`src/sram_pkg.sv`:
```
package sram_pkg;

    // client opcodes
    typedef enum logic [2:0] {
        OP_CLEAR,
        OP_HIST_READ,
        OP_HIST_WRITE,
        OP_PATH_WRITE,
        OP_PATH_READ
    } op_e;

    // four-phase client handshake
    typedef enum logic [1:0] {
        HS_IDLE,
        HS_RUN,
        HS_ACK
    } hs_state_e;

    // bus word sequencing
    typedef enum logic [1:0] {
        SEQ_IDLE,
        SEQ_STROBE,
        SEQ_WAIT
    } seq_state_e;

    localparam int WORD_W     = 32;
    localparam int PATH_W     = 128;
    localparam int CHAR_W     = 8;
    localparam int HIST_WORDS = 256;
    localparam int PATH_WORDS = 4;
    localparam int WORD_BYTES = 4;
    localparam int COUNT_W    = 9;    // holds HIST_WORDS

    // sram memory map, byte addresses
    localparam logic [WORD_W-1:0] HIST_BASE     = 32'h33000000;
    localparam logic [WORD_W-1:0] CODEBOOK_BASE = 32'h33001000;

    localparam logic [3:0] BUS_SEL_ALL = 4'b1111;

endpackage
```
`src/sram_port_top.sv`:
```
`timescale 1ns/10ps

module sram_port_top
    import sram_pkg::*;
(
    input  logic              clk,
    input  logic              rst,
    // client side
    input  logic              req_i,
    input  op_e               op_i,
    input  logic [CHAR_W-1:0] char_i,
    input  logic [PATH_W-1:0] wdata_i,
    output logic              ack_o,
    output logic [PATH_W-1:0] rdata_o,
    // sram bus
    input  logic [WORD_W-1:0] bus_rdata_i,
    input  logic              bus_busy_i,
    output logic              bus_wr_en_o,
    output logic              bus_rd_en_o,
    output logic [3:0]        bus_sel_o,
    output logic [WORD_W-1:0] bus_addr_o,
    output logic [WORD_W-1:0] bus_wdata_o
);

    logic               start;
    logic               write;
    logic [WORD_W-1:0]  first_addr;
    logic [COUNT_W-1:0] word_count;
    logic [PATH_W-1:0]  wbuf;
    logic               done;
    logic               rd_word_valid;

    sram_req_decode u_decode (
        .clk          (clk),
        .rst          (rst),
        .req_i        (req_i),
        .op_i         (op_i),
        .char_i       (char_i),
        .wdata_i      (wdata_i),
        .done_i       (done),
        .ack_o        (ack_o),
        .start_o      (start),
        .write_o      (write),
        .first_addr_o (first_addr),
        .word_count_o (word_count),
        .wbuf_o       (wbuf)
    );

    sram_bus_sequencer u_seq (
        .clk             (clk),
        .rst             (rst),
        .start_i         (start),
        .write_i         (write),
        .first_addr_i    (first_addr),
        .word_count_i    (word_count),
        .wbuf_i          (wbuf),
        .bus_busy_i      (bus_busy_i),
        .bus_wr_en_o     (bus_wr_en_o),
        .bus_rd_en_o     (bus_rd_en_o),
        .bus_sel_o       (bus_sel_o),
        .bus_addr_o      (bus_addr_o),
        .bus_wdata_o     (bus_wdata_o),
        .rd_word_valid_o (rd_word_valid),
        .done_o          (done)
    );

    sram_read_assembly u_asm (
        .clk             (clk),
        .rst             (rst),
        .clear_i         (start),
        .rd_word_valid_i (rd_word_valid),
        .bus_rdata_i     (bus_rdata_i),
        .rdata_o         (rdata_o)
    );

endmodule

```
`src/sram_read_assembly.sv`:
```
`timescale 1ns/10ps

module sram_read_assembly
    import sram_pkg::*;
(
    input  logic              clk,
    input  logic              rst,
    input  logic              clear_i,
    input  logic              rd_word_valid_i,
    input  logic [WORD_W-1:0] bus_rdata_i,
    output logic [PATH_W-1:0] rdata_o
);

    // first word of a new request replaces the old result,
    // so rdata_o stays put across write requests
    logic fresh_q;

    always_ff @(posedge clk or posedge rst) begin
        if (rst) begin
            fresh_q <= 1'b1;
        end else if (clear_i) begin
            fresh_q <= 1'b1;
        end else if (rd_word_valid_i) begin
            fresh_q <= 1'b0;
        end
    end

    always_ff @(posedge clk or posedge rst) begin
        if (rst) begin
            rdata_o <= '0;
        end else if (rd_word_valid_i) begin
            if (fresh_q) begin
                rdata_o <= {{(PATH_W-WORD_W){1'b0}}, bus_rdata_i};
            end else begin
                rdata_o <= {rdata_o[PATH_W-WORD_W-1:0], bus_rdata_i};  // shift in low
            end
        end
    end

endmodule

```
`src/sram_bus_sequencer.sv`:
```
`timescale 1ns/10ps

module sram_bus_sequencer
    import sram_pkg::*;
(
    input  logic               clk,
    input  logic               rst,
    input  logic               start_i,
    input  logic               write_i,
    input  logic [WORD_W-1:0]  first_addr_i,
    input  logic [COUNT_W-1:0] word_count_i,
    input  logic [PATH_W-1:0]  wbuf_i,
    input  logic               bus_busy_i,
    output logic               bus_wr_en_o,
    output logic               bus_rd_en_o,
    output logic [3:0]         bus_sel_o,
    output logic [WORD_W-1:0]  bus_addr_o,
    output logic [WORD_W-1:0]  bus_wdata_o,
    output logic               rd_word_valid_o,
    output logic               done_o
);

    seq_state_e state_q, state_d;

    logic [COUNT_W-1:0] cnt_q;
    logic [WORD_W-1:0]  addr_q;
    logic               busy_q;
    logic               word_done;
    logic               last_word;
    logic               strobe;

    // busy falling edge ends the word
    assign word_done = (state_q == SEQ_WAIT) && busy_q && !bus_busy_i;
    assign last_word = (cnt_q + COUNT_W'(1)) == word_count_i;
    assign strobe    = (state_q == SEQ_STROBE);

    always_comb begin
        state_d = state_q;
        case (state_q)
            SEQ_IDLE: begin
                if (start_i) begin
                    state_d = SEQ_STROBE;
                end
            end
            SEQ_STROBE: begin
                state_d = SEQ_WAIT;     // single cycle strobe
            end
            SEQ_WAIT: begin
                if (word_done) begin
                    state_d = last_word ? SEQ_IDLE : SEQ_STROBE;
                end
            end
            default: state_d = SEQ_IDLE;
        endcase
    end

    always_ff @(posedge clk or posedge rst) begin
        if (rst) begin
            state_q <= SEQ_IDLE;
            cnt_q   <= '0;
            busy_q  <= 1'b0;
        end else begin
            state_q <= state_d;
            busy_q  <= bus_busy_i;
            if (start_i) begin
                cnt_q <= '0;
            end else if (word_done && !last_word) begin
                cnt_q <= cnt_q + COUNT_W'(1);
            end
        end
    end

    always_ff @(posedge clk) begin
        if (start_i) begin
            addr_q <= first_addr_i;
        end else if (word_done) begin
            addr_q <= addr_q + WORD_W'(WORD_BYTES);
        end
    end

    assign bus_wr_en_o = strobe && write_i;
    assign bus_rd_en_o = strobe && !write_i;
    assign bus_sel_o   = BUS_SEL_ALL;
    assign bus_addr_o  = addr_q;
    // clear repeats the all zero buffer, paths use all four slots
    assign bus_wdata_o = wbuf_i[cnt_q[1:0]*WORD_W +: WORD_W];

    assign rd_word_valid_o = word_done && !write_i;
    assign done_o          = word_done && last_word;

endmodule

```
`src/sram_req_decode.sv`:
```
`timescale 1ns/10ps

module sram_req_decode
    import sram_pkg::*;
(
    input  logic               clk,
    input  logic               rst,
    input  logic               req_i,
    input  op_e                op_i,
    input  logic [CHAR_W-1:0]  char_i,
    input  logic [PATH_W-1:0]  wdata_i,
    input  logic               done_i,
    output logic               ack_o,
    output logic               start_o,
    output logic               write_o,
    output logic [WORD_W-1:0]  first_addr_o,
    output logic [COUNT_W-1:0] word_count_o,
    output logic [PATH_W-1:0]  wbuf_o
);

    hs_state_e state_q, state_d;
    logic      accept;

    logic [WORD_W-1:0]  hist_addr;
    logic [WORD_W-1:0]  path_addr;
    logic [PATH_W-1:0]  path_wbuf;
    logic               write_d;
    logic [WORD_W-1:0]  addr_d;
    logic [COUNT_W-1:0] count_d;
    logic [PATH_W-1:0]  wbuf_d;

    assign accept = (state_q == HS_IDLE) && req_i;
    assign ack_o  = (state_q == HS_ACK);

    always_comb begin
        state_d = state_q;
        case (state_q)
            HS_IDLE: begin
                if (req_i) begin
                    state_d = HS_RUN;
                end
            end
            HS_RUN: begin
                if (done_i) begin
                    state_d = HS_ACK;
                end
            end
            HS_ACK: begin
                if (!req_i) begin   // client released, drop ack next cycle
                    state_d = HS_IDLE;
                end
            end
            default: state_d = HS_IDLE;
        endcase
    end

    assign hist_addr = HIST_BASE + WORD_W'(char_i) * WORD_W'(WORD_BYTES);
    assign path_addr = CODEBOOK_BASE + WORD_W'(char_i) * WORD_W'(PATH_WORDS * WORD_BYTES);

    // slot k holds the k-th word on the bus, msw of the path goes first
    always_comb begin
        for (int k = 0; k < PATH_WORDS; k++) begin
            path_wbuf[k*WORD_W +: WORD_W] = wdata_i[PATH_W-1-k*WORD_W -: WORD_W];
        end
    end

    always_comb begin
        write_d = 1'b0;
        addr_d  = hist_addr;
        count_d = COUNT_W'(1);
        wbuf_d  = '0;
        case (op_i)
            OP_CLEAR: begin
                write_d = 1'b1;
                addr_d  = HIST_BASE;        // whole table, char ignored
                count_d = COUNT_W'(HIST_WORDS);
            end
            OP_HIST_WRITE: begin
                write_d = 1'b1;
                wbuf_d  = PATH_W'(wdata_i[WORD_W-1:0]);
            end
            OP_PATH_WRITE: begin
                write_d = 1'b1;
                addr_d  = path_addr;
                count_d = COUNT_W'(PATH_WORDS);
                wbuf_d  = path_wbuf;
            end
            OP_PATH_READ: begin
                addr_d  = path_addr;
                count_d = COUNT_W'(PATH_WORDS);
            end
            default: ;  // hist read uses the defaults
        endcase
    end

    always_ff @(posedge clk or posedge rst) begin
        if (rst) begin
            state_q <= HS_IDLE;
            start_o <= 1'b0;
        end else begin
            state_q <= state_d;
            start_o <= accept;
        end
    end

    always_ff @(posedge clk) begin
        if (accept) begin
            write_o      <= write_d;
            first_addr_o <= addr_d;
            word_count_o <= count_d;
            wbuf_o       <= wbuf_d;
        end
    end

endmodule

```
`config.mk`:
```
export PLATFORM = sky130hd
export DESIGN_NAME = sram_port_top
export DESIGN_NICKNAME = d
export VERILOG_FILES = /design/src/sram_pkg.sv /design/src/sram_port_top.sv /design/src/sram_read_assembly.sv /design/src/sram_bus_sequencer.sv /design/src/sram_req_decode.sv
export SDC_FILE = /design/constraint.sdc
export NUM_CORES = 1
export LEC_CHECK = 0
export BUFFER_PORTS_ARGS = -buffer_cell sky130_fd_sc_hd__buf_2
export CELL_PAD_IN_SITES_DETAIL_PLACEMENT = 1
export CELL_PAD_IN_SITES_GLOBAL_PLACEMENT = 2
export CORE_AREA = 2 2 203 205
export CTS_CLUSTER_SIZE = 24
export DETAILED_ROUTE_END_ITERATION = 10
export DIE_AREA = 0 0 205 207
export GPL_TIMING_DRIVEN = 0
export PLACE_DENSITY = 0.81
export SYNTH_ARGS = -nofsm -noshare
export SYNTH_HDL_FRONTEND = slang
export SYNTH_SLANG_ARGS = --single-unit
```
`constraint.sdc`:
```
create_clock -name clk -period 26.7 [get_ports clk]
set_input_delay 5.34 -clock clk [delete_from_list [all_inputs] [get_ports clk]]
set_output_delay 5.34 -clock clk [all_outputs]
set_load 0.005 [all_outputs]
```
==> summary.txt, run 1 <==
GLOBAL ROUTE
--------------------------------------------------------------------------------------
Grt total ovfl                                                                       0
Maximum number of pins on one net before global-route repair                        84
Number of global-route vias before repair                                        11020
Overall Global Routing Usage                                                    20.74%
Antenna violations before repair                                                     9
First-pass GRT wire length                                                    66.67 mm

PLACE
--------------------------------------------------------------------------------------
Detailed placement HPWL                                                       32.71 mm
Global placer's final weighted congestion                                       0.8401
Worst slack at placement                                                      18.66 ns
Port buffer count                                                                  367
Placement-stage cell area                                                    16630 µm²

SETUP PATH
--------------------------------------------------------------------------------------
Critical setup path kind                                                    reg -> out
Worst endpoint data arrival time                                               2.76 ns
Critical path's largest stage delay                                            0.86 ns
Req. time, crit path                                                          21.36 ns
End of the worst register-to-register path                                u_asm.rdata_o[126]
Launch point of the worst reg-to-reg path                                 u_seq.state_q[0]
Critical path endpoint category                                             output pin
R2R Setup Slk                                                                 23.71 ns
Length in cells of the worst reg-to-reg path                                         8
Worst Setup EP                                                            bus_wdata_o[16]
Source of the critical timing path                                        u_seq.cnt_q[0]
Master of the slowest instance on the critical path                       sky130_fd_sc_hd__buf_1
Critical path cell sequence                                               buf_6 > buf_1 > mux4_2 > buf_2
Crit path max fanout                                                                10
Kind of start point of the critical path                                     flip-flop

CTS
--------------------------------------------------------------------------------------
Number of buffers on the longest clock path                                          3
CTS-repair resized insts                                                             0
H-tree levels                                                                        2
CTS Buf Count                                                                       38
Reg clk slew, reported paths                                                   0.06 ns
Post-CTS Hold Buffers                                                                0
Clock sink count                                                                   316
Setup Buffers After CTS                                                              0
Library cell used as clock root buffer                                    sky130_fd_sc_hd__clkbuf_16
Clk Latency, worst-skew pair                                                   0.56 ns
Clock tree from TritonCTS                                                         done

SYNTH
--------------------------------------------------------------------------------------
Synth Area per Inst                                                          12.64 µm²
Top-area cell type share of the netlist area                                    37.07%
Number of enable-type register cells in the synthesized netlist                    172
Share of synthesized registers carrying an async set or reset                   45.57%
Sequential cell area fraction in the yosys report                               62.95%
Number of distinct standard cells referenced by the synthesized netlist             53
Flip-flop and latch count after synthesis                                          316
Synth Instances                                                                   1102
Cell area after technology mapping                                           13930 µm²
Yosys synthesis warning count                                                        0
Leading cell types by total area after synthesis                          sky130_fd_sc_hd__edfxtp_1, sky130_fd_sc_hd__dfrtp_1, sky130_fd_sc_hd__mux4_2
Most used flip-flop cell after synthesis                                  sky130_fd_sc_hd__edfxtp_1
Dominant cell type by area after synthesis                                sky130_fd_sc_hd__edfxtp_1

LAYOUT
--------------------------------------------------------------------------------------
Final-layout fill cell count                                                      4428
Proportion of layout cells with a drive suffix above 1                          31.81%
Most common cell after layout, fill and taps aside                        sky130_fd_sc_hd__buf_2
Number of nets in the layout                                                      1703
Area growth syn-to-layout                                                       28.76%
Sequential cell area                                                          8770 µm²
Combined area of the multi-input logic cells                                  4812 µm²
Post-layout instance area                                                    17940 µm²
Most used cells in the layout excluding fill and tap cells                sky130_fd_sc_hd__buf_2, sky130_fd_sc_hd__edfxtp_1, sky130_fd_sc_hd__dfrtp_1, sky130_fd_sc_hd__nand2_1, sky130_fd_sc_hd__nand2b_1

TIMING
--------------------------------------------------------------------------------------
Share of the clock period used by the worst path after layout                   30.33%
Hold violation count in the final report                                             0
Slew Limit Fails                                                                     0
Summed negative setup slack over all endpoints                                    0 ns
Worst-case headroom to the max-slew limit                                       23.81%
RSZ-0062 raised after global routing                                                no
Clock Skews                                                                 0.02742 ns
Final worst path period need                                                  8.098 ns
Fmax                                                                         123.5 MHz
Number of endpoints failing setup at the final stage                                 0
Actual transition at the worst max-transition pin                             1.143 ns
Min setup slack post-route                                                    18.60 ns

PWR
--------------------------------------------------------------------------------------
Switching share of total power                                                  28.72%
Leak pwr                                                                      7.538 nW
Peak ir drop on the vdd network                                           0.00005305 V
Power density over the cells                                              82.17 nW/µm²
Sequential share of power                                                        41.6%
Clock network power share                                                        36.6%
Switching power                                                              0.4233 mW
Int Pwr                                                                       1.051 mW
Gate power share                                                                 21.8%

FLOORPLAN
--------------------------------------------------------------------------------------
Die Height                                                                      207 µm
Initial standard-cell utilization of the core                                   34.51%
I/O Pins                                                                           374
Area of the core                                                             40370 µm²
Number of standard-cell rows in the floorplan                                       74
Die area                                                                     42440 µm²
Die extent in x                                                                 205 µm

STATUS
--------------------------------------------------------------------------------------
Status                                                                    finished clean

DETAILED ROUTING
--------------------------------------------------------------------------------------
Vias per Instance                                                                4.917
Pre-Repair DR Iteration Count                                                        5
Wire length the detailed router placed on met1                                17.34 mm
Total wire length                                                             43.87 mm
Final antenna-violating net count                                                    0
Metal2 WL                                                                     22.02 mm
First-iteration detailed-routing DRC count                                         494
Total met3 wirelength after detailed routing                                  3.409 mm
Highest metal layer with signal wires                                             met5
Detail-routed net length per standard cell                                    20.98 µm
Total number of vias                                                             10280
DRC violations left                                                                  0

HOLD PATH
--------------------------------------------------------------------------------------
Type of the worst min-delay path                                            reg -> reg

FLOW RUN
--------------------------------------------------------------------------------------
Number of max-capacitance violations reported                                        0

[power groups by stage]
stage | logic [mW] | clock network [mW] | registers (mW)
after global placement | 0.320 | 0 | 0.624
after detailed placement | 0.327 | 0 | 0.624
after global routing | 0.355 | 0.570 | 0.620
after CTS | 0.330 | 0.553 | 0.615
after floorplan | 0.174 | 0 | 0.613
final | 0.321 | 0.540 | 0.613
[per-layer routing]
metal | vias to the layer above | track usage [%]
li1 | 4748 | -
met1 | 5123 | 24.19
met2 | 323 | 36.18
met3 | 75 | 6.466
met4 | 12 | 6.475
met5 | - | 0
[worst min-delay path by stage]
stage                                   start             endpoint  slack, ns  cells past startpoint
after global routing       u_asm.rdata_o[115]   u_asm.rdata_o[115]       0.51                      2
after floorplan           u_decode.state_q[1]  u_decode.state_q[0]       0.45                      1
after detailed placement   u_asm.rdata_o[107]   u_asm.rdata_o[107]       0.47                      2
after CTS                  u_asm.rdata_o[107]   u_asm.rdata_o[107]       0.48                      2
final                      u_asm.rdata_o[110]   u_asm.rdata_o[110]       0.48                      2
after global placement     u_asm.rdata_o[126]   u_asm.rdata_o[126]       0.46                      2
[flip-flops by register name, indices dropped and copies added (netlist names)]
| register | cells |
|---|---|
| u_asm.fresh_q | 1 |
| u_asm.rdata_o | 128 |
| u_decode.first_addr_o | 10 |
| u_decode.start_o | 1 |
| u_decode.state_q | 2 |
| u_decode.wbuf_o | 128 |
| u_decode.word_count_o | 3 |
| u_decode.write_o | 1 |
| u_seq.bus_addr_o | 30 |
| u_seq.busy_q | 1 |
| u_seq.cnt_q | 9 |
| u_seq.state_q | 2 |
[worst max-delay path, delay by kind of cell, from the launching register on]
kind                   cells  cell delay [ns]
DFF                        1             0.36
muxes                      1             0.63
buffers and inverters      3             1.20
[final cells by class]
| class | count | area share [%] |
|---|---|---|
| diodes | 3 | 0.04185 |
| inverters | 6 | 0.1534 |
| repair buffers | 380 | 11.17 |
| multi-input cells | 706 | 26.83 |
| clock inverters | 15 | 1.102 |
| plain buffers | 78 | 1.939 |
| flip-flops and latches | 316 | 48.89 |
| well taps | 532 | 3.711 |
| clock buffers | 55 | 6.173 |
[synth_stat cells (2+ instances only)]
cell	count
sky130_fd_sc_hd__mux4_2	32
sky130_fd_sc_hd__edfxtp_1	172
sky130_fd_sc_hd__or2_2	2
sky130_fd_sc_hd__and4_1	3
sky130_fd_sc_hd__nor2b_1	3
sky130_fd_sc_hd__conb_1	2
sky130_fd_sc_hd__and3_1	9
sky130_fd_sc_hd__buf_6	4
sky130_fd_sc_hd__nor4_1	2
sky130_fd_sc_hd__o211ai_1	3
sky130_fd_sc_hd__nand3_1	11
sky130_fd_sc_hd__nand2b_1	101
sky130_fd_sc_hd__a22o_1	32
sky130_fd_sc_hd__a32o_1	6
sky130_fd_sc_hd__buf_1	4
sky130_fd_sc_hd__xnor2_1	17
sky130_fd_sc_hd__buf_4	6
sky130_fd_sc_hd__dfrtp_1	143
sky130_fd_sc_hd__o21ai_1	35
sky130_fd_sc_hd__nand4_1	5
sky130_fd_sc_hd__nand2_1	131
sky130_fd_sc_hd__a21o_1	2
sky130_fd_sc_hd__or3_1	5
sky130_fd_sc_hd__inv_1	6
sky130_fd_sc_hd__nor3_1	8
sky130_fd_sc_hd__buf_2	2
sky130_fd_sc_hd__ha_1	2
sky130_fd_sc_hd__mux2_1	32
sky130_fd_sc_hd__o21ai_0	79
sky130_fd_sc_hd__nor3b_1	3
sky130_fd_sc_hd__and2_1	100
sky130_fd_sc_hd__xor2_1	17
sky130_fd_sc_hd__a21oi_1	13
sky130_fd_sc_hd__nor2_1	28
sky130_fd_sc_hd__or4_1	2
sky130_fd_sc_hd__and4_4	2
sky130_fd_sc_hd__clkbuf_1	62
[cells by family after synthesis]
kind of cell | synth area share [%]
simple gates | 16.19
compound gates | 7.813
mux | 8.020
fa+ha+maj | 0.1796
xor+xnor | 2.137
buf+inv | 2.658
other cells | 0.05390
flops | 62.95
[per-stage QoR]
| step | std cells | utilization [%] | hold WS, ns | total power [mW] |
|---|---|---|---|---|
| after floorplan | 1106 | - | 0.4504 | 0.7872 |
| after global placement | 2005 | 40.75 | 0.4573 | 0.9434 |
| after detailed placement | 2018 | 41.19 | 0.4671 | 0.9508 |
| after CTS | 2088 | 44.42 | 0.4804 | 1.498 |
| after global routing | 2088 | 44.42 | 0.5074 | 1.546 |
| final | 2091 | 44.44 | 0.4774 | 1.474 |
No activity file was read; power rests on OpenSTA's default activity.
==> run 2: changes to the inputs <==
--- a/config.mk
+++ b/config.mk
@@ -8,12 +8,12 @@
 export BUFFER_PORTS_ARGS = -buffer_cell sky130_fd_sc_hd__buf_2
 export CELL_PAD_IN_SITES_DETAIL_PLACEMENT = 1
 export CELL_PAD_IN_SITES_GLOBAL_PLACEMENT = 2
-export CORE_AREA = 2 2 203 205
+export CORE_AREA = 2 2 215 217
 export CTS_CLUSTER_SIZE = 24
 export DETAILED_ROUTE_END_ITERATION = 10
-export DIE_AREA = 0 0 205 207
+export DIE_AREA = 0 0 217 219
 export GPL_TIMING_DRIVEN = 0
-export PLACE_DENSITY = 0.81
+export PLACE_DENSITY = 0.77
 export SYNTH_ARGS = -nofsm -noshare
 export SYNTH_HDL_FRONTEND = slang
 export SYNTH_SLANG_ARGS = --single-unit
==> constraint.sdc (replaced) <==
create_clock -name clk -period 6.71 [get_ports clk]
set_input_delay 1.342 -clock clk [delete_from_list [all_inputs] [get_ports clk]]
set_output_delay 1.342 -clock clk [all_outputs]
set_load 0.005 [all_outputs]
==> run 2 against run 1 <==
  * Hold slack about the same
  * Final cell count up 3.0%
  * Global-route usage down 2.3 points
  * Clock power rose to 3.9 times the previous value
  * Power rose to 3.9 times the previous value
  * Non-clock buffer count down 5
  * Final area up 0.39%
  * Via count down 1.1%
  * Critical path depth unchanged
  * Critical path type unchanged
  * Critical endpoint is now bus_wdata_o[11]
  * Largest cell class unchanged
==> summary.txt, run 2 (synthesized netlist as in run 1, its figures left out) <==
STATUS
------------------------------------------------------------------------------
Status                                                            finished clean   unchanged

PLACE
------------------------------------------------------------------------------
Global placer's final weighted congestion                               0.7825   was 0.8401
Port buffer count                                                          367   unchanged
Detailed placement HPWL                                               32.92 mm   was 32.71 mm

CTS
------------------------------------------------------------------------------
Library cell used as clock root buffer                            sky130_fd_sc_hd__clkbuf_16   unchanged
Setup Buffers After CTS                                                      0   unchanged
Clk Latency, worst-skew pair                                           0.55 ns   was 0.56 ns
Post-CTS Hold Buffers                                                        0   unchanged
Clock tree from TritonCTS                                                 done   unchanged
Clock sink count                                                           316   unchanged
Number of buffers on the longest clock path                                  3   unchanged
CTS Buf Count                                                               38   unchanged
Reg clk slew, reported paths                                           0.06 ns   about the same
CTS-repair resized insts                                                     0   unchanged
H-tree levels                                                                2   unchanged

SETUP PATH
------------------------------------------------------------------------------
Worst endpoint data arrival time                                       2.79 ns   was 2.76 ns
Crit path max fanout                                                        10   unchanged
Number of logic stages on the critical path including buffering              4   unchanged
Launch point of the worst reg-to-reg path                         u_seq.state_q[0]   unchanged
Kind of start point of the critical path                             flip-flop   unchanged
Critical path cell sequence                                       buf_6 > buf_1 > mux4_2 > buf_2   unchanged
Top delay family on crit path                                     buffers and inverters   unchanged
Critical path endpoint category                                     output pin   unchanged
Critical path's largest stage delay                                    0.83 ns   was 0.86 ns
End of the worst register-to-register path                        u_asm.rdata_o[124]   was u_asm.rdata_o[126]
Worst Setup EP                                                    bus_wdata_o[11]   was bus_wdata_o[16]
Critical setup path kind                                            reg -> out   unchanged
Source of the critical timing path                                u_seq.cnt_q[0]   unchanged
Worst Path Buf+Inv                                                           3   unchanged
Req. time, crit path                                                   5.37 ns   was 21.36 ns
Length in cells of the worst reg-to-reg path                                 8   unchanged
R2R Setup Slk                                                          3.73 ns   was 23.71 ns
Master of the slowest instance on the critical path               sky130_fd_sc_hd__buf_1   unchanged

PWR
------------------------------------------------------------------------------
Power density over the cells                                      323.0 nW/µm²   was 82.17 nW/µm²
Peak ir drop on the vdd network                                    0.0001618 V   was 0.00005305 V
Final Total Pwr                                                       5.817 mW   was 1.474 mW
Leak pwr                                                              7.517 nW   was 7.538 nW

LAYOUT
------------------------------------------------------------------------------
Proportion of layout cells with a drive suffix above 1                  31.81%   about the same
Most common cell after layout, fill and taps aside                sky130_fd_sc_hd__buf_2   unchanged
Number of nets in the layout                                              1698   was 1703
Most used cells in the layout excluding fill and tap cells        sky130_fd_sc_hd__buf_2, sky130_fd_sc_hd__edfxtp_1, sky130_fd_sc_hd__dfrtp_1, sky130_fd_sc_hd__nand2_1, sky130_fd_sc_hd__nand2b_1   unchanged
Final-layout fill cell count                                              5014   was 4428
Area growth syn-to-layout                                               29.26%   was 28.76%

DETAILED ROUTING
------------------------------------------------------------------------------
Vias per Instance                                                        4.718   was 4.917
Total wire length                                                     43.87 mm   about the same
First-iteration detailed-routing DRC count                                 558   was 494
Final antenna-violating net count                                            0   unchanged
Total number of vias                                                     10160   was 10280
Detail-routed net length per standard cell                            20.37 µm   was 20.98 µm
DRC violations left                                                          0   unchanged
Pre-Repair DR Iteration Count                                                5   unchanged

GLOBAL ROUTE
------------------------------------------------------------------------------
Grt total ovfl                                                               0   unchanged
Antenna violations before repair                                            11   was 9
Maximum number of pins on one net before global-route repair                92   was 84
Met2 track demand over resource in global routing                       31.67%   was 36.18%
Fraction of met1 tracks used by global routing                          22.15%   was 24.19%
Number of global-route vias before repair                                10930   was 11020
Overall Global Routing Usage                                            18.39%   was 20.74%
First-pass GRT wire length                                            66.23 mm   was 66.67 mm
Most utilized layer in the global route result                            met2   unchanged
Global-route met3 utilization                                           5.849%   was 6.466%

TIMING
------------------------------------------------------------------------------
Slew Limit Fails                                                             0   unchanged
Number of endpoints failing setup at the final stage                         0   unchanged
Share of the clock period used by the worst path after layout           61.54%
Final worst path period need                                          4.129 ns
RSZ-0062 raised after global routing                                        no   unchanged
Worst-case headroom to the max-slew limit                               26.68%   was 23.81%
Actual transition at the worst max-transition pin                     1.100 ns   was 1.143 ns
Summed negative setup slack over all endpoints                            0 ns   unchanged
Clock Skews                                                         0.01642 ns   was 0.02742 ns
Hold violation count in the final report                                     0   unchanged
Fmax                                                                 242.2 MHz

FLOORPLAN
------------------------------------------------------------------------------
Die area                                                             47520 µm²   was 42440 µm²
Initial standard-cell utilization of the core                           30.90%   was 34.51%
Die Height                                                              219 µm   was 207 µm
Number of standard-cell rows in the floorplan                               78   was 74
Die extent in x                                                         217 µm   was 205 µm
I/O Pins                                                                   374   unchanged
Area of the core                                                     45090 µm²   was 40370 µm²

HOLD PATH
------------------------------------------------------------------------------
Type of the worst min-delay path                                    reg -> reg   unchanged
HP Start                                                          u_asm.rdata_o[126]   was u_asm.rdata_o[110]

FLOW RUN
------------------------------------------------------------------------------
Number of max-capacitance violations reported                                0   unchanged

run 2: cell types whose count changed in the layout (fill, tap and decap cells not counted), moves of 2 or more:
cell | before | now
sky130_fd_sc_hd__buf_6 | 15 | 4
sky130_fd_sc_hd__buf_16 | 1 | 6
sky130_fd_sc_hd__clkinv_2 | 5 | 9
sky130_fd_sc_hd__clkbuf_1 | 72 | 69
sky130_fd_sc_hd__clkinv_8 | 2 | 0
run 2: layout make-up:
type                            count  area [µm²]  share of cell area (%)
Sequential cell                   316        8770                   48.70
Clock buffer                       52        1085                   6.024
Buffer                             78       347.8                   1.931
Clock inverter                     17       167.7                  0.9310
Timing Repair Buffer              375        2032                   11.28
Tap cell                          600       750.7                   4.169
Inverter                            6       27.53                  0.1529
Antenna cell                        4       10.01                 0.05558
Multi-Input combinational cell    706        4818                   26.76
run 2: how the worst min path moves through the flow:
stage               slack (ns)                 end  depth (start not counted)
global placement          0.46  u_asm.rdata_o[125]                          2
floorplan                 0.47  u_asm.rdata_o[100]                          2
global route              0.50  u_asm.rdata_o[123]                          2
finish                    0.48  u_asm.rdata_o[126]                          2
CTS                       0.48  u_asm.rdata_o[123]                          2
detailed placement        0.47  u_asm.rdata_o[117]                          2
run 2: through the flow:
step	cell area [µm²]	worst slack (ns)	std cells	utilization, %	hold WS [ns]
final	18010	2.581	2154	39.94	0.4772
after global routing	18000	2.409	2152	39.93	0.4954
after CTS	18000	2.471	2150	39.92	0.4784
after detailed placement	16750	2.731	2081	37.14	0.4658
after global placement	16550	-0.4507	2073	36.70	0.4585
after floorplan	13960	1.300	1106	-	0.4733
run 2: tightest hold or removal path, cell delays in order (launching register included):
cell and delay, ns:
sky130_fd_sc_hd__dfrtp_1 0.34, sky130_fd_sc_hd__nand2_1 0.05, sky130_fd_sc_hd__o21ai_0 0.06
run 2: routing by layer:
metal	share of wire (%)	up-vias
li1	-	4745
met1	41	4986
met2	49	346
met3	7.9	72
met4	2.3	14
met5	0.19	-
run 2: where the power goes:
group | switching, mW | leakage [nW] | total [mW] | internal, mW
registers | 0.194 | 3.52 | 2.45 | 2.25
clock network | 0.836 | 0.622 | 2.08 | 1.25
logic | 0.664 | 3.37 | 1.29 | 0.623
total | 1.69 | 7.52 | 5.82 | 4.12
==> run 3: changes to the inputs <==
==> constraint.sdc (replaced) <==
create_clock -name clk -period 3.6 [get_ports clk]
set_input_delay 0.72 -clock clk [delete_from_list [all_inputs] [get_ports clk]]
set_output_delay 0.72 -clock clk [all_outputs]
set_load 0.005 [all_outputs]
==> run 3 against run 2 <==
  * Global-route usage is 0.11 points lower
  * Sequential power is 86% higher
  * Worst setup slack worse by 2.4 ns
  * Largest cell class unchanged
  * Clock skew is 0.00066 ns higher
  * Via count is 0.76% higher
  * First-iteration DRC count is 1.3% lower
  * Clock-buffer cell count is 1 lower
  * Wire length hardly changed
  * Critical path depth stayed put
  * Sequential cell count stayed put
  * Hold slack worse by 0.17 ns
==> summary.txt, run 3 (synthesized netlist as in run 1, its figures left out) <==
SETUP PATH
------------------------------------------------------------------------------
Kind of start point of the critical path                             flip-flop   unchanged
Worst Path Buf+Inv                                                           3   unchanged
Top delay family on crit path                                     buffers and inverters   unchanged
Critical path's largest stage delay                                    0.77 ns   was 0.83 ns
Number of logic stages on the critical path including buffering              4   unchanged
Critical setup path kind                                            reg -> out   unchanged
Crit path max fanout                                                        10   unchanged
Worst endpoint data arrival time                                       2.73 ns   was 2.79 ns
Req. time, crit path                                                   2.88 ns   was 5.37 ns
Length in cells of the worst reg-to-reg path                                 8   unchanged
Critical path endpoint category                                     output pin   unchanged
Master of the slowest instance on the critical path               sky130_fd_sc_hd__clkdlybuf4s15_1   was sky130_fd_sc_hd__buf_1
Critical path cell sequence                                       buf_6 > clkdlybuf4s15_1 > mux4_2 > buf_2   was buf_6 > buf_1 > mux4_2 > buf_2

FLOORPLAN
------------------------------------------------------------------------------
Initial standard-cell utilization of the core                           30.90%   unchanged
Die area                                                             47520 µm²   unchanged
Number of standard-cell rows in the floorplan                               78   unchanged
Die extent in x                                                         217 µm   unchanged
Area of the core                                                     45090 µm²   unchanged
I/O Pins                                                                   374   unchanged
Die Height                                                              219 µm   unchanged

GLOBAL ROUTE
------------------------------------------------------------------------------
Antenna violations before repair                                             8   was 11
Grt total ovfl                                                               0   unchanged
Number of global-route vias before repair                                10980   was 10930
Maximum number of pins on one net before global-route repair                40   was 92
Overall Global Routing Usage                                            18.28%   was 18.39%
First-pass GRT wire length                                            66.05 mm   was 66.23 mm

CTS
------------------------------------------------------------------------------
Library cell used as clock root buffer                            sky130_fd_sc_hd__clkbuf_16   unchanged
Setup Buffers After CTS                                                      0   unchanged
Post-CTS Hold Buffers                                                        0   unchanged
Clk Latency, worst-skew pair                                           0.55 ns   about the same
Number of buffers on the longest clock path                                  3   unchanged
H-tree levels                                                                2   unchanged
Reg clk slew, reported paths                                           0.06 ns   about the same
Clock tree from TritonCTS                                                 done   unchanged
Clock sink count                                                           316   unchanged
CTS Buf Count                                                               38   unchanged

TIMING
------------------------------------------------------------------------------
Final worst path period need                                          3.446 ns
Share of the clock period used by the worst path after layout           95.73%
Hold slack                                                           0.3121 ns   was 0.4772 ns
RSZ-0062 raised after global routing                                        no   unchanged
Slew Limit Fails                                                             0   unchanged
Clock Skews                                                         0.01708 ns   was 0.01642 ns
Hold violation count in the final report                                     0   unchanged
Number of endpoints failing setup at the final stage                         0   unchanged
Summed negative setup slack over all endpoints                            0 ns   unchanged
Fmax                                                                 290.2 MHz
Actual transition at the worst max-transition pin                     1.002 ns   was 1.100 ns
Worst-case headroom to the max-slew limit                               32.68%   was 26.68%

LAYOUT
------------------------------------------------------------------------------
Most common cell after layout, fill and taps aside                sky130_fd_sc_hd__buf_2   unchanged
Proportion of layout cells with a drive suffix above 1                  31.79%   was 31.81%
Combined area of the multi-input logic cells                          4818 µm²   unchanged
Area growth syn-to-layout                                               29.55%   was 29.26%
Final-layout fill cell count                                              5010   was 5014
Final core utilization                                                  40.03%   was 39.94%
Sequential cell area                                                  8770 µm²   unchanged
Most used cells in the layout excluding fill and tap cells        sky130_fd_sc_hd__buf_2, sky130_fd_sc_hd__edfxtp_1, sky130_fd_sc_hd__dfrtp_1, sky130_fd_sc_hd__nand2_1, sky130_fd_sc_hd__nand2b_1   unchanged
Number of nets in the layout                                              1700   was 1698

DETAILED ROUTING
------------------------------------------------------------------------------
Wire length the detailed router placed on met1                        18.34 mm   was 17.94 mm
Total met3 wirelength after detailed routing                          3.079 mm   was 3.446 mm
Pre-Repair DR Iteration Count                                                5   unchanged
First-iteration detailed-routing DRC count                                 551   was 558
Vias per Instance                                                        4.756   was 4.718
Detail-routed net length per standard cell                            20.37 µm   about the same
Total wire length                                                     43.86 mm   was 43.87 mm
Highest metal layer with signal wires                                     met5   unchanged
DRC violations left                                                          0   unchanged
Final antenna-violating net count                                            0   unchanged
Total number of vias                                                     10240   was 10160
Metal2 WL                                                             21.42 mm   was 21.38 mm

PWR
------------------------------------------------------------------------------
Power density over the cells                                      608.3 nW/µm²   was 323.0 nW/µm²
Peak ir drop on the vdd network                                    0.0003624 V   was 0.0001618 V
Leak pwr                                                              7.540 nW   was 7.517 nW

PLACE
------------------------------------------------------------------------------
Global placer's final weighted congestion                               0.7918   was 0.7825
Port buffer count                                                          367   unchanged
Detailed placement HPWL                                               33.35 mm   was 32.92 mm

HOLD PATH
------------------------------------------------------------------------------
Cell count of the worst hold path                                            1   was 2
Type of the worst min-delay path                                     in -> reg   was reg -> reg

STATUS
------------------------------------------------------------------------------
Status                                                            finished clean   unchanged

FLOW RUN
------------------------------------------------------------------------------
Number of max-capacitance violations reported                                0   unchanged

==> run 3: power breakdown <==
part	total, mW	switching [mW]	internal [mW]
clock network	4.01	1.57	2.44
registers	4.56	0.367	4.20
logic	2.40	1.23	1.17
total	11.0	3.17	7.81
==> run 3: area by class of cell <==
class / instances / area share, %
Clock inverter: 17 / 1.269
Antenna cell: 2 / 0.02773
Tap cell: 600 / 4.159
Timing Repair Buffer: 377 / 11.23
Clock buffer: 51 / 5.879
Inverter: 6 / 0.1456
Multi-Input combinational cell: 706 / 26.70
Buffer: 78 / 2.003
Sequential cell: 316 / 48.59
==> run 3: worst register-to-register path: cells and delay by family (launching register included) <==
family | cells | cell delay, ns
simple gates | 4 | 1.43
compound gates | 1 | 0.11
buf+inv | 3 | 1.03
flops | 1 | 0.39
==> run 3: stage by stage <==
stage / setup WS, ns / instances / power, mW / cell area [µm²]
6_report: 0.1536 / 2153 / 10.98 / 18050
5_1_grt: 0.005655 / 2152 / 11.53 / 18050
4_1_cts: 0.01692 / 2151 / 11.14 / 18030
3_5_place_dp: 0.03720 / 2083 / 7.078 / 16740
3_3_place_gp: -2.618 / 2073 / 7.027 / 16550
2_1_floorplan: -1.188 / 1106 / 5.834 / 13960
==> run 3: final timing paths <==
path,start,end,slack (ns)
max reg2reg,u_seq.state_q[0],u_asm.rdata_o[122],0.49
max,u_seq.cnt_q[0],bus_wdata_o[5],0.15
min,bus_busy_i,u_seq.busy_q,0.31
min in group asynchronous,rst,u_asm.rdata_o[22],0.37
min reg2reg,u_asm.rdata_o[127],u_asm.rdata_o[127],0.47
max in group asynchronous,rst,u_asm.rdata_o[8],2.30
==> run 3: metal layers <==
metal / vias up / track usage [%]
li1: 4749 / -
met3: 73 / 4.837
met1: 5054 / 22.50
met5: - / 0
met4: 10 / 5.525
met2: 354 / 31.42
==> run 3: what timing repair did <==
| action | CTS | global route |
|---|---|---|
| hold endpoints to repair | 0 | 0 |
| resized for setup | 0 | 4 |
| setup endpoints to repair | 0 | 13 |
